===== src/hw/common.sv =====
package common;

    typedef logic        u1;
    typedef logic [4:0]  u5;
    typedef logic [31:0] u32;

    typedef u5  creg_addr_t;
    typedef u32 word_t;

    // supported primary opcodes
    typedef enum logic [5:0] {
        OP_RTYPE = 6'h00,
        OP_J     = 6'h02,
        OP_BEQ   = 6'h04,
        OP_ADDIU = 6'h09,
        OP_ORI   = 6'h0d,
        OP_LUI   = 6'h0f,
        OP_LW    = 6'h23,
        OP_SW    = 6'h2b
    } opcode_t;

    // function field of r-type
    typedef enum logic [5:0] {
        FN_ADDU = 6'h21,
        FN_SUBU = 6'h23,
        FN_AND  = 6'h24,
        FN_OR   = 6'h25,
        FN_SLT  = 6'h2a
    } funct_t;

    typedef struct packed {
        opcode_t    opcode;
        creg_addr_t rs;
        creg_addr_t rt;
        creg_addr_t rd;
        u5          shamt;
        funct_t     funct;
    } r_fields;

    typedef struct packed {
        opcode_t     opcode;
        creg_addr_t  rs;
        creg_addr_t  rt;
        logic [15:0] imm16;
    } i_fields;

    // same word, two views
    typedef union packed {
        r_fields r;
        i_fields i;
    } instr_u;

    localparam int    IMEM_WORDS = 64;
    localparam int    DMEM_WORDS = 64;
    localparam int    IMEM_AW    = $clog2(IMEM_WORDS);
    localparam int    DMEM_AW    = $clog2(DMEM_WORDS);
    localparam word_t PC_RESET   = 32'h0000_0000;

endpackage

===== src/hw/pipes.sv =====
package pipes;

    import common::*;

    typedef enum logic [2:0] {
        ALU_ADD,
        ALU_SUB,
        ALU_AND,
        ALU_OR,
        ALU_SLT,
        ALU_LUI
    } alu_op_t;

    // fetch/decode register
    typedef struct packed {
        word_t pc;
        word_t instr;
        u1     valid;
    } fetch_data_out;

    // decode/execute register
    typedef struct packed {
        alu_op_t    alu_op;
        word_t      srca;
        word_t      srcb;
        word_t      store_data;
        creg_addr_t dst;
        u1          regwrite;
        u1          memread;
        u1          memwrite;
    } decode_data_out;

    // execute/memory register
    typedef struct packed {
        word_t      result;
        word_t      store_data;
        creg_addr_t dst;
        u1          regwrite;
        u1          memread;
        u1          memwrite;
    } execute_data_out;

    typedef struct packed {
        u1          valid;
        creg_addr_t dst;
        word_t      data;
    } forward_data_out;

    typedef struct packed {
        u1     stall;
        u1     clear1;
        u1     clear2;
        u1     srca_mux;
        word_t srca_forward;
        u1     srcb_mux;
        word_t srcb_forward;
    } hazard_data_out;

    // one architectural write, register or store
    typedef struct packed {
        u1          valid;
        u1          is_store;
        creg_addr_t dst;
        word_t      addr;
        word_t      data;
    } commit_t;

endpackage


===== src/hw/mem_wb.sv =====
`timescale 1ns/1ps

module mem_wb
    import common::*;
    import pipes::*;
(
    input  logic            clk,
    input  logic            arst_n,
    input  execute_data_out execute_in,
    output forward_data_out forward_memory,
    output forward_data_out forward_writeback,
    output u1               wb_en,
    output creg_addr_t      wb_dst,
    output word_t           wb_data,
    output commit_t         commit
);

    word_t   dmem [DMEM_WORDS];
    word_t   load_data;
    word_t   mem_value;
    u1       reg_write;
    commit_t wb_next;
    commit_t wb_q;

    assign load_data = dmem[execute_in.result[DMEM_AW+1:2]];

    always_ff @(posedge clk) begin
        if (execute_in.memwrite) begin
            dmem[execute_in.result[DMEM_AW+1:2]] <= execute_in.store_data;
        end
    end

    assign mem_value = execute_in.memread ? load_data : execute_in.result;
    assign reg_write = execute_in.regwrite && execute_in.dst != '0;

    assign forward_memory = '{valid: reg_write, dst: execute_in.dst, data: mem_value};

    always_comb begin
        wb_next.valid    = reg_write || execute_in.memwrite;
        wb_next.is_store = execute_in.memwrite;
        wb_next.dst      = execute_in.memwrite ? '0 : execute_in.dst;
        wb_next.addr     = execute_in.memwrite ? execute_in.result : '0;
        wb_next.data     = execute_in.memwrite ? execute_in.store_data : mem_value;
    end

    always_ff @(posedge clk or negedge arst_n) begin
        if (!arst_n) begin
            wb_q <= '0;
        end else begin
            wb_q <= wb_next;
        end
    end

    assign wb_en             = wb_q.valid && !wb_q.is_store;
    assign wb_dst            = wb_q.dst;
    assign wb_data           = wb_q.data;
    assign forward_writeback = '{valid: wb_en, dst: wb_q.dst, data: wb_q.data};
    assign commit            = wb_q;

endmodule


===== config.mk =====
export PLATFORM = sky130hd
export DESIGN_NAME = mem_wb
export DESIGN_NICKNAME = d
export VERILOG_FILES = /design/src/hw/common.sv /design/src/hw/pipes.sv /design/src/hw/mem_wb.sv
export SDC_FILE = /design/constraint.sdc
export NUM_CORES = 2
export LEC_CHECK = 0
export BUFFER_PORTS_ARGS = -buffer_cell sky130_fd_sc_hd__buf_4
export CORE_MARGIN = 10
export CORE_UTILIZATION = 60
export CTS_CLUSTER_DIAMETER = 30
export CTS_CLUSTER_SIZE = 24
export DETAILED_ROUTE_END_ITERATION = 8
export PLACE_DENSITY_LB_ADDON = 0.2
export SYNTH_ARGS = -nofsm -noshare
export SYNTH_HDL_FRONTEND = slang
export SYNTH_SLANG_ARGS = --single-unit

===== constraint.sdc =====
create_clock -name clk -period 6.53 [get_ports clk]
set_clock_uncertainty 0.05 [all_clocks]
set_input_delay 0.3265 -clock clk [delete_from_list [all_inputs] [get_ports clk]]
set_output_delay 0.3265 -clock clk [all_outputs]
set_load 0.02 [all_outputs]

# Yosys cells after proc, flatten, opt, wreduce, memory -nomap -nowiden
# Memories as Yosys holds them, arrays and structs flattened.
# Index checks and enable logic that the tools add are counted.
[word_totals]
register_bits = 71
mem_bits_rw = 2048
inputBits = 74
out_inout_bits = 185
elab_cells = 17
memories = 1
[memory_table]
columns = ["name", "depth", "word_bits", "read_ports", "rd_ports_with_merged_regs", "wr", "line_no", "source"]
rows = [
  ["dmem", 64, 32, 1, 0, 1, "mem_wb.sv:18", "word_t dmem [DMEM_WORDS];"],
]
[classes]
mux = 6
n_reduce_logical = 5
[op_table]
columns = ["operator", "n"]
rows = [
  ["$mux 32", 3],
  ["$mux 5", 1],
  ["$reduce_bool 5->1", 1],
  ["$logic_and 1x1->1", 2],
  ["$mux 1", 2],
  ["$logic_not 1->1", 1],
  ["$logic_or 1x1->1", 1],
]

# Depth between registers and ports, before layout
[depth]
word_depth = 3
depth_mapped = 12
ltp_nobuf = 7

# Least setup slack after synthesis
# OpenSTA, ideal clock, no wires.
[synth_path]
kind = "input port to flip-flop"
start = "in execute_in[42] (netlist name)"
end = "mem dmem[15][0] (netlist name), enable pin"
setup_ns = 0.421
arrival_ns = 3.245
required_time_ns = 6.059
setup_slack_ns = 2.814
stages = 11
path_buffers = 8
cell_sequence = "buf_6 > buf_6 > buf_6 > buf_6 > buf_6 > buf_2 > buf_2 > and2_1 > clkbuf_1 > nand2_1 > nor2_1"
[synth_lines]
columns = ["element", "line_no", "source"]
rows = [
  ["start, declared", "mem_wb.sv:9", "input execute_data_out execute_in,"],
  ["end, declared", "mem_wb.sv:18", ""],
]
# Straight into the memory's write port.

==> flow_metrics.tcl <==
set metrics [dict create \
    fmax_mhz 204 \
    cp_max_fo 70 \
    path_common_cell "buf_4" \
    worstHoldStart "execute_in[63]" \
    wire_per_inst_um 40.1 \
    ir_drop_uv 294 \
    final-hold-violation-count 0 \
    ys_async_sr_fraction_pct 3.35 \
    row_count 135 \
    power.leakage_nw 34.4 \
    antenna_found_initial 15 \
    netlist_top_cells_area "edfxtp_1, mux2i_1, mux4_2" \
    die_h_um 390 \
    cts-resized-gates 0 \
    p_per_area_nw_per_um2 376 \
    yosysTopAreaCell "edfxtp_1" \
    setup_violations 0 \
    relSlewSlack_pct -7.24 \
    synth_seq_area_share_pct 76.8 \
    required_ns 6.15 \
    start_kind "primary input" \
    cts_max_path_buffers 4 \
    finish.instance_area_sq_um 101000 \
    drc 0 \
    path_class "in2out" \
    gp_congestion 0.879 \
    synth_edf_count 2048 \
    netlist_area_sq_um 82300 \
    synthToLayoutAreaGrowth_pct 22.7 \
    cp_cell_sequence "buf_8 > buf_4 > buf_4 > mux2_2 > a222oi_1 > a21oi_1 > a311oi_1 > and4_1 > nor2_1 > buf_4" \
    place_area_sq_um 86500 \
    final_antenna_net_count 0 \
    ys_seq_elements 2119 \
    worst_pin_slew_ns 1.60 \
    grt.total_usage_pct 36.7 \
    drt_wl_total_um 283000 \
    drv_cap 2 \
    status "finished, violations left" \
    dp_hpwl_um 153000 \
    cp_slowest_cell "a311oi_1" \
    io_buffers 258 \
    layout.nets 5051 \
    ys_types 73 \
    period_share_pct 75.2 \
    hp-class "in2reg" \
    crit_path_start "execute_in[43]" \
    overflow 0 \
    yosys-top-cells-count "edfxtp_1, mux2i_1, a22oi_1" \
    cts_hold_buf 85 \
    coreArea_sq_um 136000 \
    fp.dieArea_sq_um 152000 \
    synth_cells 4440 \
    htree_levels 5 \
    numPlacedInstances 6274 \
    via_per_inst 7.26 \
    synth.most_common_cell "edfxtp_1" \
    drv_slew 7 \
    yosysWarnings 0 \
    fin_crit_ns 4.91 \
    cts_buffers 397 \
    via_count 51384 \
    cpPeakStageDelay_ns 0.72 \
    grt_pass1_wl_um 391000 \
    drtIter0Drc 9247 \
    avgSynthCellArea_sq_um 18.5 \
    violations "max-capacitance violations, max-slew violations" \
    drive_above_1_share_pct 28.0 \
    arrival_ns 4.53 \
    rsz0062_at_grt "no" \
    finalSetupTns_ns 0 \
    root_buffer "clkbuf_16" \
    clock_sinks 2119 \
    synthFlopType "edfxtp_1" \
    drt-pass1-iter-count 6 \
    crit-reg2reg-launch "dmem[7][29]$_DFFE_PP_" \
    start_util_pct 60.6 \
    post_cts_buffers 0 \
    synth_nets 4514 \
    clk_latency_ns 0.96 \
    end_kind "primary output" \
    io_pins 259 \
    cts_tree "built" \
    layout.cells.non_filler 7076 \
    synth_top_area_share_pct 74.7 \
    grt_pass1_vias 50890 \
    die_x_um 390 \
    path_clk_slew_ns 0.05 \
    grt_max_degree 103 \
]
-- power breakdown --
group          total, mW  leakage [nW]  internal [mW]  switching, mW
Clock               20.8          6.55           13.9           6.94
Combinational       2.05          8.60          0.637           1.42
Sequential          15.1          19.3           15.1         0.0518
-- critical path: cells and delay by family --
family                 cells  cell delay (ns)
AND/OR/NAND/NOR            2             0.60
AO/OA/AOI/OAI              3             1.21
multiplexers               1             0.41
buffers and inverters      4             1.83
-- per-stage QoR --
| step | utilization, % | total power, mW | hold WS, ns | worst slack, ns |
|---|---|---|---|---|
| 2_1_floorplan | - | 16.4 | -0.0191 | 2.81 |
| 3_3_place_gp | 63.6 | 17.2 | 0.344 | 1.90 |
| 3_5_place_dp | 63.6 | 17.3 | 0.354 | 1.93 |
| 4_1_cts | 74.3 | 37.9 | 0.0763 | 1.83 |
| 5_1_grt | 74.3 | 38.7 | 0.129 | 1.76 |
| 6_report | 74.3 | 38.0 | 0.126 | 1.62 |
-- area by class of cell --
class	instances	area, sq um
clock inverters	273	3320
flip-flops and latches	2119	63300
diodes	5	12.5
fillers	7429	34900
well taps	1781	2230
repair buffers	521	4560
inverters	4	23.8
multi-input cells	1934	17300
clock buffers	439	10300
-- cells in the final DEF (no fill, tap or decap), types with 62 or more instances in the layout --
cell           instances
edfxtp_1            2048
clkbuf_16            403
buf_4                401
mux2i_1              327
a22oi_1              195
a221oi_1             163
mux2_2               150
mux4_2               135
nand2_1              112
nor2_1               110
o22ai_1               99
a21oi_1               90
dlygate4sd3_1         84
dfrtp_1               71
nor2_4                65
bufinv_16             65
o21ai_0               62
-- flip-flops by register name, indices dropped and copies added, names as in the netlist --
register and cells:
dmem 2048, wb_dst 5, wb_data 32, commit 34
-- cell families (layout without fill, tap and decap cells) --
kind of cell    Yosys count  count (layout)  share of synthesized area (%)
buf+inv                 387            1237                           2.83
mux                     621             621                           9.85
simple gates            446             446                           2.54
compound gates          867             867                           7.93
flops                  2119            2119                           76.8
other cells               0               5                              0
-- per-layer routing --
metal,GRT usage [%],vias up,wire (um),share of wire (%)
met5,0,-,151,0.053
met4,22.0,22,20700,7.3
met3,14.5,1194,46600,16
met2,53.4,5115,123000,43
met1,46.7,25639,92700,33
li1,-,19414,-,-
-- path summary, 6_finish.rpt --
check	end	slack (ns)	cells after the start
worst max-delay path	forward_memory[12]	1.62	10
worst min register to register	wb_data[14]$_DFF_PN0_	0.90	4
min in group asynchronous	commit[37]$_DFF_PN0_	0.47	4
worst min-delay path	commit[55]$_DFF_PN0_	0.13	3
max in group asynchronous	commit[33]$_DFF_PN0_	5.21	4
worst max register to register	wb_data[29]$_DFF_PN0_	3.52	7
Power figures use the tool's default switching activity.
