<file path="src/hw/common.sv">
package common;

    typedef logic        u1;
    typedef logic [4:0]  u5;
    typedef logic [31:0] u32;

    typedef u5  creg_addr_t;
    typedef u32 word_t;

    // supported primary opcodes
    typedef enum logic [5:0] {
        OP_RTYPE = 6'h00,
        OP_J     = 6'h02,
        OP_BEQ   = 6'h04,
        OP_ADDIU = 6'h09,
        OP_ORI   = 6'h0d,
        OP_LUI   = 6'h0f,
        OP_LW    = 6'h23,
        OP_SW    = 6'h2b
    } opcode_t;

    // function field of r-type
    typedef enum logic [5:0] {
        FN_ADDU = 6'h21,
        FN_SUBU = 6'h23,
        FN_AND  = 6'h24,
        FN_OR   = 6'h25,
        FN_SLT  = 6'h2a
    } funct_t;

    typedef struct packed {
        opcode_t    opcode;
        creg_addr_t rs;
        creg_addr_t rt;
        creg_addr_t rd;
        u5          shamt;
        funct_t     funct;
    } r_fields;

    typedef struct packed {
        opcode_t     opcode;
        creg_addr_t  rs;
        creg_addr_t  rt;
        logic [15:0] imm16;
    } i_fields;

    // same word, two views
    typedef union packed {
        r_fields r;
        i_fields i;
    } instr_u;

    localparam int    IMEM_WORDS = 64;
    localparam int    DMEM_WORDS = 64;
    localparam int    IMEM_AW    = $clog2(IMEM_WORDS);
    localparam int    DMEM_AW    = $clog2(DMEM_WORDS);
    localparam word_t PC_RESET   = 32'h0000_0000;

endpackage
</file>
<file path="src/hw/pipes.sv">
package pipes;

    import common::*;

    typedef enum logic [2:0] {
        ALU_ADD,
        ALU_SUB,
        ALU_AND,
        ALU_OR,
        ALU_SLT,
        ALU_LUI
    } alu_op_t;

    // fetch/decode register
    typedef struct packed {
        word_t pc;
        word_t instr;
        u1     valid;
    } fetch_data_out;

    // decode/execute register
    typedef struct packed {
        alu_op_t    alu_op;
        word_t      srca;
        word_t      srcb;
        word_t      store_data;
        creg_addr_t dst;
        u1          regwrite;
        u1          memread;
        u1          memwrite;
    } decode_data_out;

    // execute/memory register
    typedef struct packed {
        word_t      result;
        word_t      store_data;
        creg_addr_t dst;
        u1          regwrite;
        u1          memread;
        u1          memwrite;
    } execute_data_out;

    typedef struct packed {
        u1          valid;
        creg_addr_t dst;
        word_t      data;
    } forward_data_out;

    typedef struct packed {
        u1     stall;
        u1     clear1;
        u1     clear2;
        u1     srca_mux;
        word_t srca_forward;
        u1     srcb_mux;
        word_t srcb_forward;
    } hazard_data_out;

    // one architectural write, register or store
    typedef struct packed {
        u1          valid;
        u1          is_store;
        creg_addr_t dst;
        word_t      addr;
        word_t      data;
    } commit_t;

endpackage

</file>
<file path="src/hw/hazard.sv">
`timescale 1ns/1ps

module hazard
    import common::*;
    import pipes::*;
(
    input  u1               jump,
    input  u1               regwrite,
    input  u1               memread,
    input  creg_addr_t      rs,
    input  creg_addr_t      rt,
    input  creg_addr_t      dst,
    input  forward_data_out forward_execute,
    input  forward_data_out forward_memory,
    input  forward_data_out forward_writeback,
    output hazard_data_out  hazardOut
);

    forward_data_out fwd_a;
    forward_data_out fwd_b;
    u1               load_use;

    // youngest matching source wins
    function automatic forward_data_out pick(
        input creg_addr_t      r,
        input forward_data_out e,
        input forward_data_out m,
        input forward_data_out w
    );
        forward_data_out p;
        p = '0;
        if (r != '0) begin
            if (e.valid && e.dst == r) begin
                p = e;
            end else if (m.valid && m.dst == r) begin
                p = m;
            end else if (w.valid && w.dst == r) begin
                p = w;
            end
        end
        return p;
    endfunction

    // load in execute feeding the instruction in decode
    assign load_use = regwrite && memread && dst != '0 && (dst == rs || dst == rt);

    assign fwd_a = pick(rs, forward_execute, forward_memory, forward_writeback);
    assign fwd_b = pick(rt, forward_execute, forward_memory, forward_writeback);

    always_comb begin
        hazardOut.stall        = load_use;
        hazardOut.clear1       = load_use;
        // a stalled branch redirects one cycle later
        hazardOut.clear2       = jump && !load_use;
        hazardOut.srca_mux     = fwd_a.valid;
        hazardOut.srca_forward = fwd_a.data;
        hazardOut.srcb_mux     = fwd_b.valid;
        hazardOut.srcb_forward = fwd_b.data;
    end

endmodule

</file>
<file path="config.mk">
export PLATFORM = sky130hd
export DESIGN_NAME = hazard
export DESIGN_NICKNAME = d
export VERILOG_FILES = /design/src/hw/common.sv /design/src/hw/pipes.sv /design/src/hw/hazard.sv
export SDC_FILE = /design/constraint.sdc
export NUM_CORES = 1
export LEC_CHECK = 0
export ABC_AREA = 1
export BUFFER_PORTS_ARGS = -buffer_cell sky130_fd_sc_hd__buf_2
export CAP_MARGIN = 10
export CORE_MARGIN = 5
export CORE_UTILIZATION = 41
export DETAILED_ROUTE_END_ITERATION = 16
export PLACE_DENSITY_LB_ADDON = 0.25
export SYNTH_ARGS = -nofsm -noshare
export SYNTH_HDL_FRONTEND = slang
export SYNTH_SLANG_ARGS = --single-unit
</file>
<file path="constraint.sdc">
create_clock -name vclk -period 1.6
set_input_delay 0.32 -clock vclk [all_inputs]
set_output_delay 0.32 -clock vclk [all_outputs]
set_load 0.02 [all_outputs]
</file>
==> results of run 1 <==
-- metrics by stage --
step	TNS, ns	area (µm²)	hold slack (ns)	setup WS [ns]	utilization [%]
after CTS	-17.92	7040	0.958	-0.318	96.1
after detailed placement	-26.03	5160	0.957	-0.432	70.3
after global placement	-25.15	5160	0.949	-0.431	70.3
after floorplan	-1.83	3880	0.759	-0.0672	-
-- synth_stat cells (3+ instances only) --
master    instances  area share [%]
nand2_1         272              33
nor3_1            3            0.48
nand3_1          72              12
nor2_1          146              18
buf_2            37             6.0
inv_2            11             1.3
clkbuf_1          6            0.73
buf_6             3             1.1
nor2_4            5             1.8
nand3_2           3            0.97
xor2_1            6             1.7
nand4_1          65              13
a21oi_1           4            0.64
xnor2_1           4             1.1
inv_1            55             6.6
buf_4             5             1.2
-- kinds of logic after synthesis --
group,Yosys count,share of synthesized area [%]
AOI/OAI and AO/OA,6,0.967
buffers and inverters,117,17.0
xor gates and xnor gates,10,2.82
and+or+nand+nor,568,79.3
-- timing repair --
action,in CTS
cloned,17
resized for setup,360
endpoints found under the setup margin,69
buffers inserted,22
pin swaps,59
hold buffers,0
endpoints found under the hold margin,0
==> qor.csv, run 1 <==
metric,value,unit
status,aborted with a tool error,
dp.cells,993,
io_buffer_count,201,
synth-seq-area-share,0,%
syn-cell-area,0.00311,mm²
fp-row-count,31,
synth_fp_nets,833,
synth_cell_types,19,
synth_warnings,0,
place.gp.congestion,0.941,
crit_endpoint,hazardOut[63],
haltStage,global routing,
initial_utilization,42.4,%
grt_max_degree,24,
die_h,97.0,µm
stop_error,"[ERROR DPL-0038] Utilization greater than 100%, impossible to legalize",
synth.avg_cell_area,4.43,µm²
num_io_pins,201,
die_x,97.0,µm
worst_path_end_type,primary output,
place_hpwl,11.6,mm
synthCells,701,
==> run 2: changes to the inputs <==
- CORE_UTILIZATION: 41 -> 36
- PLACE_DENSITY_LB_ADDON: 0.25 -> 0.15
- clock period: 1.6 -> 2.1 ns (I/O delays scaled with it)
==> run 2 against run 1 <==
Compared with the run above: the flow now finishes, with violations (setup timing); synthesized cell count is the same; area after synthesis is the same.
==> qor.csv, run 2 <==
metric,value,unit,change
status,"complete, but fails checks",,
violations,setup timing,,
synth.top_cell.area_share,32.9,%,unchanged
vias,5634,,
num_io_pins,201,,unchanged
endpoint_kind,primary output,,
critPathTopFamily,simple AND/OR/NAND/NOR gates,,
wirelength,16.4,mm,
hp-class,in -> out,,
crit_required,1.68,ns,
avgRoutedWirePerCell,16.0,µm,
core-area,0.00830,mm²,
grt_max_degree,33,,
critPathKind,in -> out,,
path_cells,buf_12 > inv_8 > nand2_4 > nand2_4 > nor2_4 > nand3_4 > nand3_4 > buf_12 > nand3_2 > nor2_2 > buf_6,,
n_sequential_cell,0,,
max_stage_delay,0.23,ns,
worst_pin_slew,0.348,ns,
post_dp_cell_area,0.00442,mm²,-14%
antenna_found_initial,0,,
io_buffer_count,201,,unchanged
synthCells,701,,unchanged
via_per_inst,5.49,,
slew_headroom,76.8,%,
final_antenna_net_count,0,,
grt_pass1_wl,22.7,mm,
route.detailed.drc,0,,
dp.cells,1000,,+0.70%
diodes,0,,
finish.instance_area,0.00610,mm²,
post-route-period-util,104,%,
synth_common_cells,"272 x nand2_1, 146 x nor2_1, 72 x nand3_1",,
synth_top_cell_by_area,nand2_1,,
critPathBufInv,4,,
layout.cells.non_filler,1026,,
fp-row-count,33,,+6.5%
place.gp.congestion,0.967,,+2.7%
final_common_cell,nand2_1,,
die_x,103,µm,+6.0%
clockBufferCount,0,,
drtPass1Iterations,7,,
grt_pass1_vias,5032,,
synth_cell_types,19,,unchanged
setup_violations,60,,
rsz0062_at_grt,true,,
synth_area_leaders,"nand2_1 33%, nor2_1 18%, nand4_1 13%",,
max_freq,0.459,GHz,
nets,1055,,
cap_violations,0,,
synth-seq-area-share,0,%,unchanged
hp-start,jump,,
drive_above_1_share,48.8,%,
worstPathArrival,1.76,ns,
layout_setup_ws,-0.0803,ns,
startpoint,rs[2],,
area_delta_synth_final,96.4,%,
irDropWorstVdd,126,µV,
place_hpwl,11.0,mm,-4.7%
leakage,3.12,nW,
die_h,103,µm,+6.0%
syn-cell-area,0.00311,mm²,unchanged
cellPowerDensity,196,mW/mm²,
initial_utilization,37.4,%,-4.9 points
cp_max_fo,7,,
drt_iter0_markers,399,,
cts_hold_buf,0,,unchanged
yosysMostFrequentCell,nand2_1,,
maxSlewViolCount,0,,
layout_common_cells,"224 x nand2_1, 116 x buf_2, 99 x nor2_1",,
die-area,0.0106,mm²,
finalHoldViolCount,0,,
grt_overflow_total,0,,
synth_fp_nets,833,,unchanged
grt_usage,25.6,%,
worst_setup_path_start_kind,input pin,,
fin_hold_ws,1.15,ns,
synth_warnings,0,,unchanged
slowest_stage,nand3_4,,
regArea,0,µm²,
period_needed,2.18,ns,
synth.avg_cell_area,4.43,µm²,unchanged
-- run 2: cell counts after synthesis --
Identical to the previous run, type by type.
-- run 2: layout make-up --
cell class	count	area, µm²
well taps	105	131
multi-input cells	584	3300
fillers	690	2200
repair buffers	271	2380
inverters	66	288
-- run 2: path summary, 6_finish.rpt --
path                  cells past startpoint  slack, ns       endpoint
worst max-delay path                     11      -0.08  hazardOut[62]
worst min-delay path                      4       1.15  hazardOut[66]
-- run 2: what timing repair did --
item,CTS,global route
pin swaps,12,84
endpoints found under the setup margin,65,66
gates cloned,5,4
gates resized for setup,97,288
buffers inserted,13,7
-- run 2: cell families (layout without fill, tap and decap cells) --
group / count (synthesis) / after routing / synth area share [%]
AOI/OAI and AO/OA: 6 / 6 / 0.967
buffers and inverters: 117 / 337 / 17.0
xor gates and xnor gates: 10 / 10 / 2.82
and+or+nand+nor: 568 / 568 / 79.3
-- run 2: per-stage QoR --
step / utilization, % / setup TNS (ns) / worst slack [ns] / total power, mW
2_1_floorplan: - / 0 / 0.0991 / 0.494
4_1_cts: 60.4 / -1.26 / -0.0617 / 0.950
3_3_place_gp: 53.2 / -3.19 / -0.113 / 0.849
6_report: 73.5 / -1.67 / -0.0803 / 1.20
3_5_place_dp: 53.2 / -4.35 / -0.160 / 0.857
5_1_grt: 73.5 / -5.53 / -0.151 / 1.28
-- run 2: layer usage --
metal  track usage (%)  part of all wire (%)
met5                 0                     0
met4              4.18                   2.5
met3              2.84                    10
met2              46.7                    50
met1              32.8                    37
-- run 2: power by group --
| part | leakage [nW] | switching (mW) | internal, mW |
|---|---|---|---|
| sequential | 0 | 0 | 0 |
| clock | 0 | 0 | 0 |
| combinational | 3.12 | 0.675 | 0.521 |
Note: power is estimated with default switching activity, not from simulation.
==> run 3: changes to the inputs <==
- RECOVER_POWER: not set -> 50
==> run 3 against run 2 <==
Compared with the run above: the run still ends with setup timing left; combinational power barely moved; core utilization unchanged; cell count is the same; die area unchanged; largest cell class unchanged; clock-buffer cell count is the same.
==> qor.csv, run 3 (synthesis results as in run 2) <==
metric,value,unit,change
avgRoutedWirePerCell,16.0,µm,unchanged
grt_max_degree,33,,unchanged
fin_hold_ws,1.15,ns,unchanged
crit_required,1.68,ns,about the same
post-route-period-util,104,%,about the same
nets,1055,,unchanged
grt_pass1_vias,5032,,unchanged
via_per_inst,5.47,,-0.46%
worstPathArrival,1.76,ns,about the same
cellPowerDensity,196,mW/mm²,about the same
n_sequential_cell,0,,unchanged
clockBufferCount,0,,unchanged
finish.instance_area,0.00610,mm²,unchanged
setup_violations,60,,unchanged
final_common_cell,nand2_1,,
post_dp_cell_area,0.00442,mm²,unchanged
cts_hold_buf,0,,unchanged
place_hpwl,11.0,mm,unchanged
die_x,103,µm,unchanged
fp-row-count,33,,unchanged
wirelength,16.4,mm,unchanged
die_h,103,µm,unchanged
route.detailed.drc,0,,unchanged
regArea,0,µm²,unchanged
leakage,3.11,nW,about the same
whs_path_depth,4,,unchanged
io_buffer_count,201,,unchanged
status,"complete, but fails checks",,
area_delta_synth_final,96.4,%,unchanged
maxSlewViolCount,0,,unchanged
hp-class,in -> out,,
max_freq,0.459,GHz,about the same
worst_setup_path_start_kind,input pin,,
drt_iter0_markers,399,,unchanged
core-area,0.00830,mm²,unchanged
layout.cells.non_filler,1026,,unchanged
hold_end,hazardOut[66],,
drive_above_1_share,48.8,%,unchanged
hp-start,jump,,
final_antenna_net_count,0,,unchanged
endpoint_kind,primary output,,
fin_tns_setup,-1.69,ns,-0.0180 ns
vias,5608,,-0.46%
place.gp.congestion,0.967,,unchanged
finalHoldViolCount,0,,unchanged
layout_common_cells,"224 x nand2_1, 114 x buf_2, 99 x nor2_1",,
drtPass1Iterations,7,,unchanged
worst_pin_slew,0.348,ns,-0.000125 ns
grt_usage,25.6,%,unchanged
grt_overflow_total,0,,unchanged
irDropWorstVdd,126,µV,about the same
period_needed,2.18,ns,-0.00120 ns
initial_utilization,37.4,%,unchanged
die-area,0.0106,mm²,unchanged
grt_pass1_wl,22.7,mm,unchanged
rsz0062_at_grt,true,,
num_io_pins,201,,unchanged
layout_setup_ws,-0.0791,ns,+0.00120 ns
diodes,0,,unchanged
antenna_found_initial,0,,unchanged
critPathKind,in -> out,,
cap_violations,0,,unchanged
violations,setup timing,,
slew_headroom,76.8,%,about the same
power.total,1.20,mW,about the same
dp.cells,1000,,unchanged
cp_max_fo,7,,unchanged
run 3: stage by stage:
step                setup slack, ns  utilization [%]
finish                      -0.0791             73.5
global route                 -0.151             73.5
floorplan                    0.0991                -
global placement             -0.113             53.2
CTS                         -0.0617             60.4
detailed placement           -0.160             53.2
run 3: final cells by class:
| class | count | area [µm²] |
|---|---|---|
| Timing Repair Buffer | 271 | 2380 |
| Multi-Input combinational cell | 584 | 3300 |
| Inverter | 66 | 288 |
| Tap cell | 105 | 131 |
| Fill cell | 690 | 2200 |
run 3: where the power goes:
| part | total [mW] | switching (mW) | internal, mW |
|---|---|---|---|
| Combinational | 1.20 | 0.675 | 0.521 |
| Sequential | 0 | 0 | 0 |
| Clock | 0 | 0 | 0 |
| Total | 1.20 | 0.675 | 0.521 |
run 3: how the worst max path moves through the flow:
| stage | start | to | depth (start not counted) |
|---|---|---|---|
| after CTS | rs[3] | hazardOut[64] | 12 |
| after floorplan | rt[2] | hazardOut[0] | 8 |
| final | rs[2] | hazardOut[62] | 11 |
| after detailed placement | rs[3] | hazardOut[37] | 11 |
| after global routing | rs[0] | hazardOut[58] | 11 |
| after global placement | rs[3] | hazardOut[37] | 11 |
run 3: timing repair:
| item | CTS | global route |
|---|---|---|
| gates resized for setup | 97 | 288 |
| gates cloned | 5 | 4 |
| pin swaps | 12 | 84 |
| endpoints found under the setup margin | 65 | 66 |
| buffers inserted | 13 | 7 |
run 3: layer usage:
metal | global-route usage (%) | vias to the layer above | routed length (µm)
met3 | 2.84 | 44 | 1720
met1 | 32.8 | 2549 | 6100
met5 | 0 | - | 0
li1 | - | 2662 | -
met4 | 4.18 | 0 | 372
met2 | 46.7 | 353 | 8190
run 3: critical path, cell delays in order:
cell     delay, ns
buf_12        0.09
inv_8         0.04
nand2_4       0.07
nand2_4       0.05
nor2_4        0.16
nand3_4       0.14
nand3_4       0.23
buf_12        0.18
nand3_2       0.08
nor2_2        0.16
buf_6         0.14
