===== config.mk =====
export PLATFORM = sky130hd
export DESIGN_NAME = decode
export DESIGN_NICKNAME = d
export VERILOG_FILES = /design/src/hw/common.sv /design/src/hw/pipes.sv /design/src/hw/decode.sv
export SDC_FILE = /design/constraint.sdc
export NUM_CORES = 2
export LEC_CHECK = 0
export BUFFER_PORTS_ARGS = -buffer_cell sky130_fd_sc_hd__buf_2
export CAP_MARGIN = 20
export CORE_MARGIN = 2
export CORE_UTILIZATION = 30
export CTS_CLUSTER_SIZE = 10
export DETAILED_ROUTE_END_ITERATION = 8
export PLACE_DENSITY = 0.53
export SLEW_MARGIN = 25
export SYNTH_ARGS = -nofsm -noshare
export SYNTH_HDL_FRONTEND = slang
export SYNTH_SLANG_ARGS = --single-unit

===== constraint.sdc =====
create_clock -name clk -period 7.5 [get_ports clk]
set_input_delay 1.5 -clock clk [delete_from_list [all_inputs] [get_ports clk]]
set_output_delay 1.5 -clock clk [all_outputs]
set_load 0.1 [all_outputs]

===== src/hw/common.sv =====
package common;

    typedef logic        u1;
    typedef logic [4:0]  u5;
    typedef logic [31:0] u32;

    typedef u5  creg_addr_t;
    typedef u32 word_t;

    // supported primary opcodes
    typedef enum logic [5:0] {
        OP_RTYPE = 6'h00,
        OP_J     = 6'h02,
        OP_BEQ   = 6'h04,
        OP_ADDIU = 6'h09,
        OP_ORI   = 6'h0d,
        OP_LUI   = 6'h0f,
        OP_LW    = 6'h23,
        OP_SW    = 6'h2b
    } opcode_t;

    // function field of r-type
    typedef enum logic [5:0] {
        FN_ADDU = 6'h21,
        FN_SUBU = 6'h23,
        FN_AND  = 6'h24,
        FN_OR   = 6'h25,
        FN_SLT  = 6'h2a
    } funct_t;

    typedef struct packed {
        opcode_t    opcode;
        creg_addr_t rs;
        creg_addr_t rt;
        creg_addr_t rd;
        u5          shamt;
        funct_t     funct;
    } r_fields;

    typedef struct packed {
        opcode_t     opcode;
        creg_addr_t  rs;
        creg_addr_t  rt;
        logic [15:0] imm16;
    } i_fields;

    // same word, two views
    typedef union packed {
        r_fields r;
        i_fields i;
    } instr_u;

    localparam int    IMEM_WORDS = 64;
    localparam int    DMEM_WORDS = 64;
    localparam int    IMEM_AW    = $clog2(IMEM_WORDS);
    localparam int    DMEM_AW    = $clog2(DMEM_WORDS);
    localparam word_t PC_RESET   = 32'h0000_0000;

endpackage

===== src/hw/pipes.sv =====
package pipes;

    import common::*;

    typedef enum logic [2:0] {
        ALU_ADD,
        ALU_SUB,
        ALU_AND,
        ALU_OR,
        ALU_SLT,
        ALU_LUI
    } alu_op_t;

    // fetch/decode register
    typedef struct packed {
        word_t pc;
        word_t instr;
        u1     valid;
    } fetch_data_out;

    // decode/execute register
    typedef struct packed {
        alu_op_t    alu_op;
        word_t      srca;
        word_t      srcb;
        word_t      store_data;
        creg_addr_t dst;
        u1          regwrite;
        u1          memread;
        u1          memwrite;
    } decode_data_out;

    // execute/memory register
    typedef struct packed {
        word_t      result;
        word_t      store_data;
        creg_addr_t dst;
        u1          regwrite;
        u1          memread;
        u1          memwrite;
    } execute_data_out;

    typedef struct packed {
        u1          valid;
        creg_addr_t dst;
        word_t      data;
    } forward_data_out;

    typedef struct packed {
        u1     stall;
        u1     clear1;
        u1     clear2;
        u1     srca_mux;
        word_t srca_forward;
        u1     srcb_mux;
        word_t srcb_forward;
    } hazard_data_out;

    // one architectural write, register or store
    typedef struct packed {
        u1          valid;
        u1          is_store;
        creg_addr_t dst;
        word_t      addr;
        word_t      data;
    } commit_t;

endpackage


===== src/hw/decode.sv =====
`timescale 1ns/1ps

module decode
    import common::*;
    import pipes::*;
(
    input  logic           clk,
    input  logic           arst_n,
    input  fetch_data_out  fetch_in,
    input  hazard_data_out hazard_in,
    input  u1              wb_en,
    input  creg_addr_t     wb_dst,
    input  word_t          wb_data,
    output creg_addr_t     rs,
    output creg_addr_t     rt,
    output u1              jump,
    output word_t          jump_target,
    output decode_data_out decode_out
);

    instr_u         ins;
    word_t          regs [32];
    word_t          pc_plus4;
    word_t          imm;
    word_t          imm_sext;
    word_t          rs_val;
    word_t          rt_val;
    word_t          opa;
    word_t          opb;
    decode_data_out ctl;
    decode_data_out dec_next;
    u1              use_imm;
    u1              zext;
    u1              rs_used;
    u1              rt_used;
    u1              is_beq;
    u1              is_j;

    assign ins = fetch_in.instr;

    always_comb begin
        ctl     = '0;
        use_imm = 1'b0;
        zext    = 1'b0;
        rs_used = 1'b0;
        rt_used = 1'b0;
        is_beq  = 1'b0;
        is_j    = 1'b0;
        if (fetch_in.valid) begin
            case (ins.r.opcode)
                OP_RTYPE: begin
                    rs_used      = 1'b1;
                    rt_used      = 1'b1;
                    ctl.dst      = ins.r.rd;
                    ctl.regwrite = 1'b1;
                    case (ins.r.funct)
                        FN_ADDU: ctl.alu_op = ALU_ADD;
                        FN_SUBU: ctl.alu_op = ALU_SUB;
                        FN_AND:  ctl.alu_op = ALU_AND;
                        FN_OR:   ctl.alu_op = ALU_OR;
                        FN_SLT:  ctl.alu_op = ALU_SLT;
                        default: ctl.regwrite = 1'b0;
                    endcase
                end
                OP_ADDIU, OP_LW: begin
                    rs_used      = 1'b1;
                    use_imm      = 1'b1;
                    ctl.dst      = ins.i.rt;
                    ctl.regwrite = 1'b1;
                    ctl.memread  = (ins.i.opcode == OP_LW);
                end
                OP_ORI, OP_LUI: begin
                    rs_used      = (ins.i.opcode == OP_ORI);
                    use_imm      = 1'b1;
                    zext         = 1'b1;
                    ctl.dst      = ins.i.rt;
                    ctl.regwrite = 1'b1;
                    ctl.alu_op   = (ins.i.opcode == OP_ORI) ? ALU_OR : ALU_LUI;
                end
                OP_SW: begin
                    rs_used      = 1'b1;
                    rt_used      = 1'b1;
                    use_imm      = 1'b1;
                    ctl.memwrite = 1'b1;
                end
                OP_BEQ: begin
                    rs_used = 1'b1;
                    rt_used = 1'b1;
                    is_beq  = 1'b1;
                end
                OP_J:    is_j = 1'b1;
                default: ;
            endcase
        end
    end

    // unused source fields read as r0 so they never match a hazard
    assign rs = rs_used ? ins.r.rs : '0;
    assign rt = rt_used ? ins.r.rt : '0;

    assign rs_val = (rs == '0) ? '0 : regs[rs];
    assign rt_val = (rt == '0) ? '0 : regs[rt];
    assign opa    = hazard_in.srca_mux ? hazard_in.srca_forward : rs_val;
    assign opb    = hazard_in.srcb_mux ? hazard_in.srcb_forward : rt_val;

    assign imm_sext = {{16{ins.i.imm16[15]}}, ins.i.imm16};
    assign imm      = zext ? {16'h0000, ins.i.imm16} : imm_sext;
    assign pc_plus4 = fetch_in.pc + 32'd4;

    // branches resolve here, no delay slot
    assign jump        = is_j || (is_beq && opa == opb);
    assign jump_target = is_j ? {pc_plus4[31:28], ins.i.rs, ins.i.rt, ins.i.imm16, 2'b00}
                              : pc_plus4 + {imm_sext[29:0], 2'b00};

    always_comb begin
        dec_next            = ctl;
        dec_next.srca       = opa;
        dec_next.srcb       = use_imm ? imm : opb;
        dec_next.store_data = opb;
    end

    always_ff @(posedge clk) begin
        if (wb_en && wb_dst != '0) begin
            regs[wb_dst] <= wb_data;
        end
    end

    always_ff @(posedge clk or negedge arst_n) begin
        if (!arst_n) begin
            decode_out <= '0;
        end else if (hazard_in.clear1) begin
            decode_out <= '0;
        end else begin
            decode_out <= dec_next;
        end
    end

endmodule


* Word level (Yosys, flattened, before mapping)
Memories as Yosys holds them, arrays and structs flattened.
Cells that the tools add are included.
Widths: inputs -> output; s select.
** Storage, ports and cells
- Output and inout bits :: 150
- Memories :: 1
- Flip-flop bits (word level) :: 107
- Input bits :: 174
- Bits in writable memories :: 1024
- ROM bits :: 0
- Latch bits :: 0
- Word-level logic and storage cells :: 71
** Memory list
- regs :: depth 32, bits a word 32, rd ports 2, clocked after memory_dff 0, wr ports 1, line decode.sv:22 : word_t regs [32];
** Operators by class
- Shift-type cells :: 0
- Bitwise logic cells :: 0
- Div/mod/pow operators :: 0
- Reductions and logical operators :: 14
- Eq/ne operators :: 13
- Multipliers :: 0
- Mux-type cells :: 33
- $add $sub $neg :: 2
- Order comparisons :: 0
** Operators by type and width (number)
- $mux 32 :: 7
- $mux 107 :: 1
- $eq 6x6->1 const B :: 7
- $add 32x3->32 const B :: 1
- $add 32x32->32 :: 1
- $eq 32x32->1 :: 1
- $eq 6x4->1 const B :: 3
- $mux 1 :: 16
- $reduce_or 5->1 :: 3
- $pmux 3 s4 :: 1
- $pmux 6 s2 :: 1
- $logic_not 5->1 :: 2
- $mux 5 :: 2
- $mux 8 :: 1
- $eq 6x2->1 const B :: 1
- $eq 6x3->1 const B :: 1
- $logic_not 6->1 :: 1
- $mux 3 :: 2
- $pmux 3 s2 :: 1
- $reduce_bool 5->1 :: 1
- $reduce_or 2->1 :: 2
- $reduce_or 4->1 :: 1
- $reduce_or 3->1 :: 1
- $logic_and 1x1->1 :: 2
- 2 further kinds :: 2

* Longest topological paths before layout
- Depth after elaboration :: 11
- Gate-level depth with buffers :: 20
- Depth with buffers taken out :: 19

* Worst setup path before layout
OpenSTA, ideal clock, no wires.
- Kind :: input -> output
- From :: input fetch_in[35] (netlist name)
- To :: output jump_target[24] (netlist name)
- Path buffers :: 0
- Required time :: 6000 ps
- Setup slack :: -853 ps
- Stages :: 14
- Arrival :: 6853 ps
- Cells stage by stage :: ha_1 -> fa_1 -> a21o_1 -> a21oi_1 -> o21bai_1 -> a2111oi_0 -> o31ai_1 -> a41o_1 -> o41ai_1 -> o21ai_0 -> a21o_1 -> a21oi_1 -> xor2_1 -> o21ai_0
** RTL lines
- from (decl) :: line decode.sv:9 : input fetch_data_out fetch_in,
- to (decl) :: line decode.sv:17 : output word_t jump_target,

* Final worst setup path
- From :: input fetch_in[0] (netlist name)
- To :: output jump
** Between the ends
- Word-level cells in the longest chain between the ends :: 8
- Elaborated cells on any way between the ends :: 16
- Classes of those cells :: eq/ne: 1; mux: 10; reduce/logical: 4; memory: 1
** RTL lines
- $mux 1 :: line decode.sv:49 : if (fetch_in.valid) begin
- $mux 5, on equally long branches :: line decode.sv:98, decode.sv:99
- $mem_v2 32x32, or another cell as far along
- $mux 32, on equally long branches :: line decode.sv:101, decode.sv:102
- $mux 32, on equally long branches :: line decode.sv:103, decode.sv:104
- $eq 32x32->1 :: line decode.sv:111 : assign jump = is_j || (is_beq && opa == opb);
- $logic_and 1x1->1 :: line decode.sv:111
- $logic_or 1x1->1 (*) :: line decode.sv:111
- to (decl) :: line decode.sv:16 : output u1 jump,
Every way passes the cells marked *; elsewhere a longest branch is shown, timed or not.

==> metrics.md <==
| Metric | Value |
|---|---|
| Status | `completed` |
| Total GRT Usage | `about 30%` |
| Clk_lat worst skew | `0.82 ns` |
| Port Buf Inserts | `~320` |
| WL final | `between 200 and 300 mm` |
| Most frequent cells in the layout | `edfxtp_1, nand2_1, buf_4` |
| Post-synth top area share | `around 55%` |
| FMAX | `about 130 MHz` |
| Final Hold Viols | `0` |
| Num CTS Buffers | `136` |
| Post-synth EDFFs | `slightly above 1000` |
| Worst-Margin Slew | `around 1.2 ns` |
| CORE AREA | `0.187 mm²` |
| Sequential fraction of the synthesis area | `59.2%` |
| Antenna viol nets, final | `0` |
| Commonest non-fill, non-tap cell in the layout | `edfxtp_1` |
| Crit Path Max Fanout | `24` |
| Vias | `approximately 51000` |
| Tmin final | `about 7.5 ns` |
| Dpl hpwl | `about 190 mm` |
| Cells after Synth | `just under 5000` |
| Leading register cell type out of synthesis | `edfxtp_1` |
| Reg2Reg Setup Slack | `5.03 ns` |
| Worst R2R End | `decode_out[100]` |
| Sequential fraction of design power | `46.4%` |
| Post-synth top area cell | `edfxtp_1` |
| Crit-path most repeated cell | `buf_4` |
| Crit path capture | `jump` |
| CP endpoint kind | `output pin` |
| H-tree lvl count | `4` |
| Reg clk slew, reported paths | `around 0.06 ns` |
| Post-synthesis register bit count | `around 1100` |
| Initial Util | `a little under a third` |
| Area Growth Syn to Fin | `22.0%` |
| Clock tree buffer depth | `3` |
| Die height | `~440 µm` |
| DR WL/cell | `36.9 µm` |
| Synth cell types | `slightly above 100` |
| First-pass GRT wire length | `between 300 and 400 mm` |
| Largest net degree at the start of global routing | `114` |
| Layout cells sized above 1 | `21.2%` |
| Max Slew Vio Count | `0` |
| Post-Syn Area per Cell | `roughly 12 µm²` |
| Net count, final | `between 5000 and 6000` |
| GR peak layer | `met2` |
| Headroom to the max-slew limit | `approximately a fifth` |
| Yosys warning count | `0` |
| Die area | `about 0.19 mm²` |
| Post-synth ARST share | `about a tenth` |
| Critical Path Source | `fetch_in[0]` |
| Sw Share | `between 20% and 30%` |
| Worst min-delay path class | `input port to asynchronous set/reset pin` |
| CTS sink cnt | `roughly 1100` |
| Tcrit/Tclk final | `between 90% and 100%` |
| Total global routing overflow | `0` |
| Final setup fails | `0` |
| Peak supply drop | `0.000259 V` |
| Cell row count | `roughly 160` |
| Worst r2r path cells | `6` |
| CTS Root Cell | `clkbuf_16` |
| I/O Pins | `approximately 320` |
| Max cap viols | `0` |
| Internal | `around 0.011 W` |
| Initial antenna violation count | `27` |
| Combinational power share | `about an eighth` |
| Worst path cell trace | `buf_2 -> buf_4 -> buf_4 -> and2_4 -> nand2_4 -> buf_12 -> a221oi_1 -> a211oi_1 -> o311ai_0 -> o211a_1 -> xor2_1 -> nand4_1 -> a2111o_1 -> or4_4 -> o21ai_2 -> buf_4 -> buf_12` |
| Drt via density | `about 6.4` |
| GPL Wtd Cong | `a little under 1` |
| First-pass DRT Iterations | `8` |
| Final setup skew | `about 0.035 ns` |
| Clk pwr share | `between 40 and 50%` |
| Slowest CP cell | `or4_4` |
| Lkg Pwr | `24.2 nW` |
| Met3 Use GR | `between 8 and 9%` |
| Unrepaired setup endpoints after global routing | `no` |
| Startpoint Class | `input port` |
| Hold Buf Count CTS | `0` |
| Met1 Use GR | `roughly 37%` |
| Die width | `between 400 and 500 µm` |
| CP arrival | `5.99 ns` |
| Top cells by area, synth | `edfxtp_1, dfrtp_1, mux2i_1, nand2_1, a21oi_1` |
| Final TNS setup | `0 ns` |
| CP max stage delay | `approximately 0.6 ns` |
| Worst Path Required | `approximately 6.0 ns` |
| Crit path kind | `input port to output pin` |
| Filler cell count | `between 15000 and 20000` |
| Switch Pwr | `0.00423 W` |
| DRC Markers | `0` |
| Critical R2R Launch | `regs[19][28]` |
| Pwr per Cell Area | `between 200 and 250 mW/mm²` |
| TritonCTS clock tree | `built` |
| M2 GR Usage | `roughly 44%` |
| Pwr Total | `0.0152 W` |
| Post-Syn Area | `between 0.05 and 0.06 mm²` |
| Vias in the first global route | `about 48000` |
| Drt initial violations | `8869` |
==> critical path: cells and delay by family <==
kind	cells	cell delay, ns
XOR/XNOR	1	0.17
AND/OR/NAND/NOR	4	1.27
AO/OA/AOI/OAI	6	1.63
buffers and inverters	6	1.35
==> routing by layer <==
layer,up-vias,share of wire [%]
li1,20200,-
met1,25400,36
met2,4503,43
met3,954,13
met4,16,7.9
met5,-,0.035
==> worst min-delay path by stage <==
stage	start	end	slack [ns]	depth (start not counted)
2_1_floorplan	regs[7][26]	decode_out[98]	0.67	4
3_3_place_gp	regs[24][6]	decode_out[78]	0.82	4
3_5_place_dp	regs[24][6]	decode_out[78]	0.82	4
4_1_cts	arst_n	decode_out[89]	0.58	1
5_1_grt	arst_n	decode_out[89]	0.60	1
6_report	arst_n	decode_out[89]	0.60	1
==> area by class of cell <==
cell class	count	area [µm²]	area share, %
flip-flops and latches	1131	33400	48.6
diodes	18	45.0	0.0654
inverters	50	208	0.302
well taps	2495	3120	4.54
clock inverters	25	260	0.378
clock buffers	177	3680	5.35
multi-input cells	3267	21500	31.3
repair buffers	821	6550	9.51
==> sequential cells by signal, indices dropped and copies added (netlist names) <==
name and flops:
decode_out 107, regs 1024
==> power groups by stage <==
stage | logic [W] | clock network (W) | registers, W
6_report | 0.00198 | 0.00614 | 0.00704
5_1_grt | 0.00203 | 0.00639 | 0.00704
4_1_cts | 0.00192 | 0.00616 | 0.00704
3_5_place_dp | 0.00192 | 0 | 0.00716
3_3_place_gp | 0.00191 | 0 | 0.00716
2_1_floorplan | 0.000923 | 0 | 0.00732
==> cell families after synthesis <==
kind of cell,Yosys count,share of synthesized area [%]
simple gates,1250,10.0
buf+inv,471,3.63
mux,302,5.62
flops,1131,59.2
xor+xnor,87,1.36
compound gates,1565,19.4
fa+ha+maj,31,0.701
other cells,1,0.00665
==> synthesized netlist by cell type, drive strengths merged (8+ instances only) <==
master   number
a2111oi      17
a211o        18
a211oi      130
a21o         16
a21oi       340
a221o        43
a221oi      194
a22o         11
a22oi        43
a311oi       20
a31oi        79
a32o          8
a32oi        18
and2         11
and3         52
buf         203
clkbuf      218
dfrtp       107
edfxtp     1024
ha           30
inv          48
mux2         50
mux2i       245
nand2       493
nand2b       14
nand3       124
nand4        17
nor2        306
nor2b        46
nor3        109
nor4         17
o2111ai      14
o211ai       48
o21ai       206
o221ai       70
o22ai       143
o2bb2ai      14
o311a        11
o311ai       20
o31a          9
o31ai        23
o32ai        11
or3          26
xnor2        43
xor2         44
==> metrics by stage <==
stage / util (%) / hold slack, ns / cell area, µm² / cells / setup WS (ns)
2_1_floorplan: - / 0.674 / 56600 / 4869 / -0.0977
3_3_place_gp: 34.4 / 0.825 / 64500 / 7754 / -0.346
3_5_place_dp: 34.5 / 0.817 / 64600 / 7757 / -0.329
4_1_cts: 36.6 / 0.583 / 68600 / 7962 / 0.00471
5_1_grt: 36.7 / 0.601 / 68800 / 7976 / 0.00846
6_report: 36.7 / 0.599 / 68800 / 7984 / 0.0103
==> repair_timing <==
item	4_1_cts	5_1_grt
setup buffers	3	2
cloned	0	1
pin swaps	2	1
setup endpoints to repair	1	3
gates resized for setup	12	20
Note: power is estimated with default switching activity, not from simulation.
